==> config.mk <==
export PLATFORM = sky130hd
export DESIGN_NAME = exec_stage
export DESIGN_NICKNAME = d
export VERILOG_FILES = /design/src/rv_isa_pkg.sv /design/src/rv_ctrl_pkg.sv /design/src/exec_stage.sv /design/src/execute_unit.sv /design/src/imm_generator.sv /design/src/singlecycle_control.sv
export SDC_FILE = /design/constraint.sdc
export NUM_CORES = 1
export LEC_CHECK = 0
export BUFFER_PORTS_ARGS = -buffer_cell sky130_fd_sc_hd__clkbuf_2
export CAP_MARGIN = 20
export CELL_PAD_IN_SITES_DETAIL_PLACEMENT = 1
export CELL_PAD_IN_SITES_GLOBAL_PLACEMENT = 2
export CORE_UTILIZATION = 38
export DETAILED_ROUTE_END_ITERATION = 10
export PLACE_DENSITY = 0.89
export SLEW_MARGIN = 40
export SYNTH_ARGS = -nofsm -noshare
export SYNTH_HDL_FRONTEND = slang
export SYNTH_SLANG_ARGS = --single-unit
==> constraint.sdc <==
create_clock -name clock -period 7.3 [get_ports clock]
set_input_delay 0 -clock clock [delete_from_list [all_inputs] [get_ports clock]]
set_output_delay 0 -clock clock [all_outputs]
set_load 0.02 [all_outputs]
==> src/rv_isa_pkg.sv <==
/*
 * RV32I base ISA definitions. Holds the major opcodes, the funct3 codes for
 * ALU and branch instructions, and the ALU operations of the execute stage.
 */

package rv_isa_pkg;

  localparam int XLEN = 32; // data and address width.

  // major opcodes, inst[6:0].
  typedef enum logic [6:0] {
    OPC_LOAD     = 7'b0000011,
    OPC_MISC_MEM = 7'b0001111, // fence, treated as a no-op.
    OPC_OP_IMM   = 7'b0010011,
    OPC_AUIPC    = 7'b0010111,
    OPC_STORE    = 7'b0100011,
    OPC_OP       = 7'b0110011,
    OPC_LUI      = 7'b0110111,
    OPC_BRANCH   = 7'b1100011,
    OPC_JALR     = 7'b1100111,
    OPC_JAL      = 7'b1101111
  } opcode_e;

  // funct3 of OP and OP_IMM.
  typedef enum logic [2:0] {
    F3_ADD_SUB = 3'b000,
    F3_SLL     = 3'b001,
    F3_SLT     = 3'b010,
    F3_SLTU    = 3'b011,
    F3_XOR     = 3'b100,
    F3_SRL_SRA = 3'b101,
    F3_OR      = 3'b110,
    F3_AND     = 3'b111
  } alu_f3_e;

  // funct3 of BRANCH.
  typedef enum logic [2:0] {
    F3_BEQ  = 3'b000,
    F3_BNE  = 3'b001,
    F3_BLT  = 3'b100,
    F3_BGE  = 3'b101,
    F3_BLTU = 3'b110,
    F3_BGEU = 3'b111
  } branch_f3_e;

  typedef enum logic [3:0] {
    ALU_ADD,
    ALU_SUB,
    ALU_SLL,
    ALU_SLT,
    ALU_SLTU,
    ALU_XOR,
    ALU_SRL,
    ALU_SRA,
    ALU_OR,
    ALU_AND
  } alu_op_e;

endpackage
==> src/rv_ctrl_pkg.sv <==
/*
 * Execute stage control and transport types. Select encodings for the
 * datapath muxes, the decoded control bundle and the request/result records.
 */

package rv_ctrl_pkg;

  typedef enum logic {
    A_RS1 = 1'b0,
    A_PC  = 1'b1
  } alu_a_sel_e;

  typedef enum logic {
    B_RS2 = 1'b0,
    B_IMM = 1'b1
  } alu_b_sel_e;

  // ALU class, refined by funct3/funct7 in the execute unit.
  typedef enum logic [1:0] {
    CTL_ADD    = 2'd0,
    CTL_OP_IMM = 2'd1,
    CTL_OP     = 2'd2,
    CTL_BRANCH = 2'd3
  } alu_ctl_e;

  typedef enum logic [1:0] {
    WB_ALU  = 2'd0,
    WB_DATA = 2'd1, // load data, not returned in this stage.
    WB_IMM  = 2'd2,
    WB_PC4  = 2'd3
  } wb_sel_e;

  typedef enum logic [1:0] {
    PC_PC4     = 2'd0,
    PC_PC_IMM  = 2'd1,
    PC_RS1_IMM = 2'd2
  } pc_sel_e;

  typedef struct packed {
    logic       reg_we;
    alu_a_sel_e alu_a_sel;
    alu_b_sel_e alu_b_sel;
    alu_ctl_e   alu_ctl;
    logic       mem_re;
    logic       mem_we;
    wb_sel_e    wb_sel;
    pc_sel_e    pc_sel;
    logic       illegal;
  } ctrl_t;

  typedef struct packed {
    logic [rv_isa_pkg::XLEN-1:0] pc;
    logic [31:0]                 inst;
    logic [rv_isa_pkg::XLEN-1:0] rs1_data;
    logic [rv_isa_pkg::XLEN-1:0] rs2_data;
  } exec_req_t;

  typedef struct packed {
    logic [rv_isa_pkg::XLEN-1:0] next_pc;
    logic [4:0]                  rd_addr;
    logic                        rd_we;
    logic [rv_isa_pkg::XLEN-1:0] wb_data;
    logic [rv_isa_pkg::XLEN-1:0] mem_addr;
    logic [rv_isa_pkg::XLEN-1:0] store_data;
    logic                        mem_re;
    logic                        mem_we;
    logic                        illegal;
  } exec_res_t;

endpackage

==> src/exec_stage.sv <==
/*
 * RV32I execute stage top. Decoder and immediate generator run side by side
 * and feed the execute unit, which registers the result.
 */

`timescale 1ns/100ps

module exec_stage
(
  input  logic                    clock,
  input  logic                    arst_n,
  input  rv_ctrl_pkg::exec_req_t  req,
  input  logic                    req_valid,
  output logic                    req_ready,
  output rv_ctrl_pkg::exec_res_t  res,
  output logic                    res_valid,
  input  logic                    res_ready
);

  import rv_isa_pkg::*;
  import rv_ctrl_pkg::*;

  ctrl_t           ctrl;
  logic [XLEN-1:0] imm;
  logic            take_branch; // feeds back only into pc_sel.

  singlecycle_control u_control
  (
    .inst_opcode (req.inst[6:0]),
    .take_branch (take_branch),
    .ctrl        (ctrl)
  );

  imm_generator u_imm_gen
  (
    .inst (req.inst),
    .imm  (imm)
  );

  execute_unit u_execute
  (
    .clock       (clock),
    .arst_n      (arst_n),
    .req         (req),
    .req_valid   (req_valid),
    .req_ready   (req_ready),
    .ctrl        (ctrl),
    .imm         (imm),
    .take_branch (take_branch),
    .res         (res),
    .res_valid   (res_valid),
    .res_ready   (res_ready)
  );

endmodule

==> src/execute_unit.sv <==
/*
 * Execute unit. Runs the ALU and branch compare, forms next pc, writeback
 * value and memory request, and holds the result in a one-entry register.
 */

`timescale 1ns/100ps

module execute_unit
(
  input  logic                         clock,
  input  logic                         arst_n,
  input  rv_ctrl_pkg::exec_req_t       req,
  input  logic                         req_valid,
  output logic                         req_ready,
  input  rv_ctrl_pkg::ctrl_t           ctrl,
  input  logic [rv_isa_pkg::XLEN-1:0]  imm,
  output logic                         take_branch,
  output rv_ctrl_pkg::exec_res_t       res,
  output logic                         res_valid,
  input  logic                         res_ready
);

  import rv_isa_pkg::*;
  import rv_ctrl_pkg::*;

  logic [2:0]      funct3;
  logic            funct7_b5;
  logic [XLEN-1:0] op_a;
  logic [XLEN-1:0] op_b;
  logic [XLEN-1:0] alu_out;
  logic [XLEN-1:0] pc4;
  logic [XLEN-1:0] pc_target;
  alu_op_e         alu_op;
  exec_res_t       res_d;

  assign funct3    = req.inst[14:12];
  assign funct7_b5 = req.inst[30];

  ////////////////////////////////////////////////////////////////////////////
  // ALU.
  ////////////////////////////////////////////////////////////////////////////

  assign op_a = (ctrl.alu_a_sel == A_PC)  ? req.pc : req.rs1_data;
  assign op_b = (ctrl.alu_b_sel == B_IMM) ? imm    : req.rs2_data;

  always_comb
  begin
    alu_op = ALU_ADD;
    case (ctrl.alu_ctl)
      CTL_OP, CTL_OP_IMM:
      begin
        case (funct3)
          F3_ADD_SUB: alu_op = (ctrl.alu_ctl == CTL_OP && funct7_b5) ? ALU_SUB : ALU_ADD;
          F3_SLL:     alu_op = ALU_SLL;
          F3_SLT:     alu_op = ALU_SLT;
          F3_SLTU:    alu_op = ALU_SLTU;
          F3_XOR:     alu_op = ALU_XOR;
          F3_SRL_SRA: alu_op = funct7_b5 ? ALU_SRA : ALU_SRL; // srai keeps bit 30 too.
          F3_OR:      alu_op = ALU_OR;
          default:    alu_op = ALU_AND;
        endcase
      end
      CTL_BRANCH: alu_op = ALU_SUB; // compare is done below.
      default:    alu_op = ALU_ADD;
    endcase
  end

  always_comb
  begin
    case (alu_op)
      ALU_SUB:  alu_out = op_a - op_b;
      ALU_SLL:  alu_out = op_a << op_b[4:0];
      ALU_SLT:  alu_out = {{(XLEN-1){1'b0}}, $signed(op_a) < $signed(op_b)};
      ALU_SLTU: alu_out = {{(XLEN-1){1'b0}}, op_a < op_b};
      ALU_XOR:  alu_out = op_a ^ op_b;
      ALU_SRL:  alu_out = op_a >> op_b[4:0];
      ALU_SRA:  alu_out = $unsigned($signed(op_a) >>> op_b[4:0]);
      ALU_OR:   alu_out = op_a | op_b;
      ALU_AND:  alu_out = op_a & op_b;
      default:  alu_out = op_a + op_b;
    endcase
  end

  // branch condition, only consumed by the decoder for BRANCH.
  always_comb
  begin
    case (funct3)
      F3_BEQ:  take_branch = (req.rs1_data == req.rs2_data);
      F3_BNE:  take_branch = (req.rs1_data != req.rs2_data);
      F3_BLT:  take_branch = ($signed(req.rs1_data) < $signed(req.rs2_data));
      F3_BGE:  take_branch = ($signed(req.rs1_data) >= $signed(req.rs2_data));
      F3_BLTU: take_branch = (req.rs1_data < req.rs2_data);
      F3_BGEU: take_branch = (req.rs1_data >= req.rs2_data);
      default: take_branch = 1'b0;
    endcase
  end

  ////////////////////////////////////////////////////////////////////////////
  // result fields.
  ////////////////////////////////////////////////////////////////////////////

  assign pc4       = req.pc + 32'd4;
  assign pc_target = req.pc + imm; // branch and jal target.

  always_comb
  begin
    case (ctrl.pc_sel)
      PC_PC_IMM:  res_d.next_pc = pc_target;
      PC_RS1_IMM: res_d.next_pc = {alu_out[XLEN-1:1], 1'b0}; // jalr drops bit 0.
      default:    res_d.next_pc = pc4;
    endcase

    case (ctrl.wb_sel)
      WB_DATA: res_d.wb_data = '0;
      WB_IMM:  res_d.wb_data = imm;
      WB_PC4:  res_d.wb_data = pc4;
      default: res_d.wb_data = alu_out;
    endcase

    res_d.rd_addr    = req.inst[11:7];
    res_d.rd_we      = ctrl.reg_we && (req.inst[11:7] != 5'd0); // x0 is never written.
    res_d.mem_addr   = alu_out;
    res_d.store_data = req.rs2_data;
    res_d.mem_re     = ctrl.mem_re;
    res_d.mem_we     = ctrl.mem_we;
    res_d.illegal    = ctrl.illegal;
  end

  ////////////////////////////////////////////////////////////////////////////
  // output register.
  ////////////////////////////////////////////////////////////////////////////

  assign req_ready = res_ready | ~res_valid; // free or draining this edge.

  always_ff @(posedge clock or negedge arst_n)
  begin
    if (!arst_n)
      res_valid <= 1'b0;
    else if (req_ready)
      res_valid <= req_valid;
  end

  always_ff @(posedge clock)
  begin
    if (req_valid && req_ready)
      res <= res_d;
  end

endmodule

==> src/imm_generator.sv <==
/*
 * Immediate generator. Picks the I/S/B/U/J format from the opcode and
 * sign-extends the immediate to the data width.
 */

`timescale 1ns/100ps

module imm_generator
(
  input  logic [31:0]                  inst,
  output logic [rv_isa_pkg::XLEN-1:0]  imm
);

  import rv_isa_pkg::*;

  always_comb
  begin
    case (inst[6:0])
      OPC_LOAD, OPC_OP_IMM, OPC_JALR:
        imm = {{21{inst[31]}}, inst[30:20]};                               // i-type.
      OPC_STORE:
        imm = {{21{inst[31]}}, inst[30:25], inst[11:7]};                   // s-type.
      OPC_BRANCH:
        imm = {{20{inst[31]}}, inst[7], inst[30:25], inst[11:8], 1'b0};    // b-type.
      OPC_LUI, OPC_AUIPC:
        imm = {inst[31:12], 12'b0};                                        // u-type.
      OPC_JAL:
        imm = {{12{inst[31]}}, inst[19:12], inst[20], inst[30:21], 1'b0};  // j-type.
      default:
        imm = '0;
    endcase
  end

endmodule

==> src/singlecycle_control.sv <==
/*
 * Single-cycle main decoder. Maps the major opcode onto the control bundle
 * and picks the next-pc source from the branch outcome.
 */

`timescale 1ns/100ps

module singlecycle_control
(
  input  logic [6:0]          inst_opcode,
  input  logic                take_branch,
  output rv_ctrl_pkg::ctrl_t  ctrl
);

  import rv_isa_pkg::*;
  import rv_ctrl_pkg::*;

  ////////////////////////////////////////////////////////////////////////////
  // next pc select.
  ////////////////////////////////////////////////////////////////////////////

  always_comb
  begin
    case (inst_opcode)
      OPC_BRANCH: ctrl.pc_sel = take_branch ? PC_PC_IMM : PC_PC4;
      OPC_JALR:   ctrl.pc_sel = PC_RS1_IMM;
      OPC_JAL:    ctrl.pc_sel = PC_PC_IMM;
      default:    ctrl.pc_sel = PC_PC4; // unknown opcodes fall through too.
    endcase
  end

  ////////////////////////////////////////////////////////////////////////////
  // datapath controls.
  ////////////////////////////////////////////////////////////////////////////

  always_comb
  begin
    // quiet defaults, nothing written.
    ctrl.reg_we    = 1'b0;
    ctrl.alu_a_sel = A_RS1;
    ctrl.alu_b_sel = B_RS2;
    ctrl.alu_ctl   = CTL_ADD;
    ctrl.mem_re    = 1'b0;
    ctrl.mem_we    = 1'b0;
    ctrl.wb_sel    = WB_ALU;
    ctrl.illegal   = 1'b0;

    case (inst_opcode)
      OPC_LOAD:
      begin
        ctrl.reg_we    = 1'b1;
        ctrl.alu_b_sel = B_IMM;     // rs1 + offset.
        ctrl.mem_re    = 1'b1;
        ctrl.wb_sel    = WB_DATA;
      end
      OPC_MISC_MEM:
      begin
        // fence has no effect here.
      end
      OPC_OP_IMM:
      begin
        ctrl.reg_we    = 1'b1;
        ctrl.alu_b_sel = B_IMM;
        ctrl.alu_ctl   = CTL_OP_IMM;
      end
      OPC_AUIPC:
      begin
        ctrl.reg_we    = 1'b1;
        ctrl.alu_a_sel = A_PC;
        ctrl.alu_b_sel = B_IMM;
      end
      OPC_STORE:
      begin
        ctrl.alu_b_sel = B_IMM;
        ctrl.mem_we    = 1'b1;
      end
      OPC_OP:
      begin
        ctrl.reg_we    = 1'b1;
        ctrl.alu_ctl   = CTL_OP;
      end
      OPC_LUI:
      begin
        ctrl.reg_we    = 1'b1;
        ctrl.wb_sel    = WB_IMM;    // immediate goes straight to rd.
      end
      OPC_BRANCH:
      begin
        ctrl.alu_ctl   = CTL_BRANCH;
      end
      OPC_JALR:
      begin
        ctrl.reg_we    = 1'b1;
        ctrl.alu_b_sel = B_IMM;
        ctrl.wb_sel    = WB_PC4;
      end
      OPC_JAL:
      begin
        ctrl.reg_we    = 1'b1;
        ctrl.alu_a_sel = A_PC;
        ctrl.alu_b_sel = B_IMM;
        ctrl.wb_sel    = WB_PC4;
      end
      default:
      begin
        ctrl.illegal   = 1'b1;      // all enables stay low.
      end
    endcase
  end

endmodule

==> results.sh <==
export IMPL_final_nets=2840
export IMPL_ios=271
export IMPL_wirelength_um=96700
export IMPL_seq_power_share_pct=29.5
export IMPL_synthToLayoutAreaGrowth_pct=17.1
export IMPL_tritoncts="built"
export IMPL_setup_violations=0
export IMPL_synth_nets=2584
export IMPL_max_freq_mhz=162
export IMPL_slew_headroom_pct=35.0
export IMPL_num_rows=80
export IMPL_fin_cells=3167
export IMPL_synth_edff_count=137
export IMPL_clk_latency_ns=0.46
export IMPL_antenna_left=0
export IMPL_start_kind="input pin"
export IMPL_clkTransAtPathRegs_ns=0.07
export IMPL_combPwrFrac_pct=44.5
export IMPL_grt_pass1_wl_um=138000
export IMPL_internal_power_mw=1.97
export IMPL_drv_cap=0
export IMPL_synth_cells=2283
export IMPL_fp_dieW_um=222
export IMPL_cp_data_arrival_time_ns=6.36
export IMPL_ir_worst_vdd_v=0.000151
export IMPL_multi_input_area_mm2=0.0130
export IMPL_htree_levels=4
export IMPL_tightest_slew_ns=0.972
export IMPL_ys_flop_type="edfxtp_1"
export IMPL_ys_async_sr_fraction_pct=0.725
export IMPL_via_per_inst=6.46
export IMPL_powerDensity_mw_per_mm2=158
export IMPL_cp_slowest_cell="ha_1"
export IMPL_clockRootBuffer="clkbuf_16"
export IMPL_report_power_total_mw=3.39
export IMPL_cts_resized=0
export IMPL_critPathCaptureType="flip-flop"
export IMPL_path_class="input pin to flip-flop"
export IMPL_dieArea_mm2=0.0491
export IMPL_die_h_um=222
export IMPL_switchingPower_mw=1.42
export IMPL_clk_path_buf_depth=2
export IMPL_fin_hold_ws_ns=0.0884
export IMPL_vias=20500
export IMPL_syn_area_per_cell_um2=8.02
export IMPL_hold_path_class="input pin to flip-flop"
export IMPL_swShare_pct=41.9
export IMPL_slew_violations=0
export IMPL_drcViolationCount=0
export IMPL_portBuffers=270
export IMPL_start_util_pct=38.4
export IMPL_drt_iter0_drc=2116
export IMPL_synth_warnings=0
export IMPL_dr_pass1_iters=6
export IMPL_regArea_mm2=0.00414
export IMPL_cts_sinks=138
export IMPL_drive_gt1_share_pct=17.2
export IMPL_outcome="complete, no violations"
export IMPL_design_core_area_mm2=0.0476
export IMPL_pre_cts_ws_ns=1.21
export IMPL_pwr_share_clk_pct=26.0
export IMPL_p_leak_nw=9.73
export IMPL_grt_ovfl_total=0
export IMPL_antenna_found_initial=1
export IMPL_routabilityCongestion=1.02
export IMPL_setup_ws_ns=1.11
export IMPL_antenna_cells=0
export IMPL_post_route_period_util_pct=84.8
export IMPL_crit_required_ns=7.47
export IMPL_crit_chain="dlygate4sd3_1, clkbuf_2, and3b_1, a2bb2o_1, or2_2, and2_1, a21oi_1, nand2_1, a21boi_0, ha_1, a22o_1, or4_1, o21bai_1, a311oi_1, o21ai_1, a32oi_1, a2111oi_0, a211o_1, a211o_1, a22oi_1, o21ai_1"
export IMPL_hold_violations=0
export IMPL_place_inst=3090
export IMPL_grt_pass1_vias=20300
export IMPL_synth_cell_types=88
export IMPL_grt_max_degree=70
export IMPL_final_setup_tns_ns=0
export IMPL_place_hpwl_um=77300
export IMPL_yosysSeqAreaShare_pct=22.6
export IMPL_max_stage_delay_ns=0.55
export IMPL_fillers=5883
export IMPL_synth_seq_cells=138
export IMPL_layout_min_cycle_time_ns=6.19
export IMPL_syn_area_mm2=0.0183
export IMPL_wire_per_inst_um=30.5
export IMPL_grt_use_total_pct=38.1
export IMPL_fin_skew_ns=0.0138
export IMPL_critPathMaxFanout=16
export IMPL_rsz0062_at_grt="no"
export IMPL_numCtsBuffers=17
power groups by stage:
stage               Clock (mW)  Sequential, mW  Combinational, mW
global route             0.908            1.01               1.58
finish                   0.882            1.00               1.51
floorplan                    0            1.10              0.800
detailed placement           0            1.02               1.43
CTS                      0.882            1.00               1.46
global placement             0            1.02               1.41
cell type report:
| class | instances | area share (%) |
|---|---|---|
| Multi-Input combinational cell | 1826 | 60.6 |
| Sequential cell | 138 | 19.3 |
| Timing Repair Buffer | 379 | 10.8 |
| Tap cell | 615 | 3.59 |
| Inverter | 177 | 3.10 |
| Clock buffer | 18 | 2.00 |
| Clock inverter | 14 | 0.671 |
cells in the mapped netlist (all sizes together), types with 29 or more instances:
master    n  area share [%]
mux2i   180             9.8
a22oi    29             1.2
nand3    65             1.8
xor2     31             1.5
edfxtp  137              22
a21o     48             2.0
a21oi   162             4.4
o21ai   152             4.2
buf      36             1.1
nor2    156             3.2
xnor2    48             2.3
inv     175             3.6
ha      166              11
nand2   224             4.6
nor3     47             1.3
clkbuf  106             2.2
cell families after synthesis:
kind of cell | count (synthesis) | share of synthesized area, %
compound gates | 713 | 26.2
fa+ha+maj | 169 | 11.7
xor+xnor | 79 | 3.78
simple gates | 653 | 16.7
mux | 212 | 12.1
buf+inv | 319 | 6.94
flops | 138 | 22.6
path summary, 6_finish.rpt:
check                                         start             endpoint  slack, ns  cells past startpoint
max in group asynchronous                    arst_n  u_execute.res_valid       6.78                      3
worst min-delay path                        req[98]   u_execute.res[107]       0.09                      2
worst max register to register  u_execute.res_valid    u_execute.res[28]       5.26                      3
worst min register to register  u_execute.res_valid    u_execute.res[75]       1.01                      2
worst max-delay path                        req[64]   u_execute.res[136]       1.11                     21
min in group asynchronous                    arst_n  u_execute.res_valid       0.40                      3
stage by stage:
step           utilization, %  instance area (µm²)
2_1_floorplan               -                18300
3_3_place_gp             42.7                20400
3_5_place_dp             42.8                20400
4_1_cts                  45.0                21400
5_1_grt                  45.0                21400
6_report                 45.0                21400
metal layers:
| metal | global-route usage (%) | up-vias | routed length, µm |
|---|---|---|---|
| li1 | - | 8970 | - |
| met1 | 50.8 | 10200 | 40900 |
| met2 | 61.1 | 1090 | 43400 |
| met3 | 6.59 | 202 | 8120 |
| met4 | 15.3 | 2 | 4140 |
| met5 | 0 | - | 13 |
layout by cell type (no fill, tap or decap), types with 61 or more instances in the layout:
cell	instances
a21oi_1	161
ha_1	166
mux2i_1	179
o21ai_0	144
clkbuf_2	270
inv_1	171
nand3_1	65
buf_4	61
nor2_1	149
edfxtp_1	137
nand2_1	224
worst max-delay path: cells and delay by family:
kind	cells	cell delay [ns]
buffers and inverters	2	0.70
AND/OR/NAND/NOR	5	1.45
AO/OA/AOI/OAI	13	3.64
adder cells (fa/ha/maj)	1	0.55
repair_timing:
item,4_1_cts,5_1_grt
endpoints found under the hold margin,42,0
hold buffers,44,0
setup buffers,0,0
registers in the layout, summed over array words and instances, names as in the netlist:
register / count
u_execute.res_valid: 1
u_execute.res: 137
No activity file was read; power rests on OpenSTA's default activity.
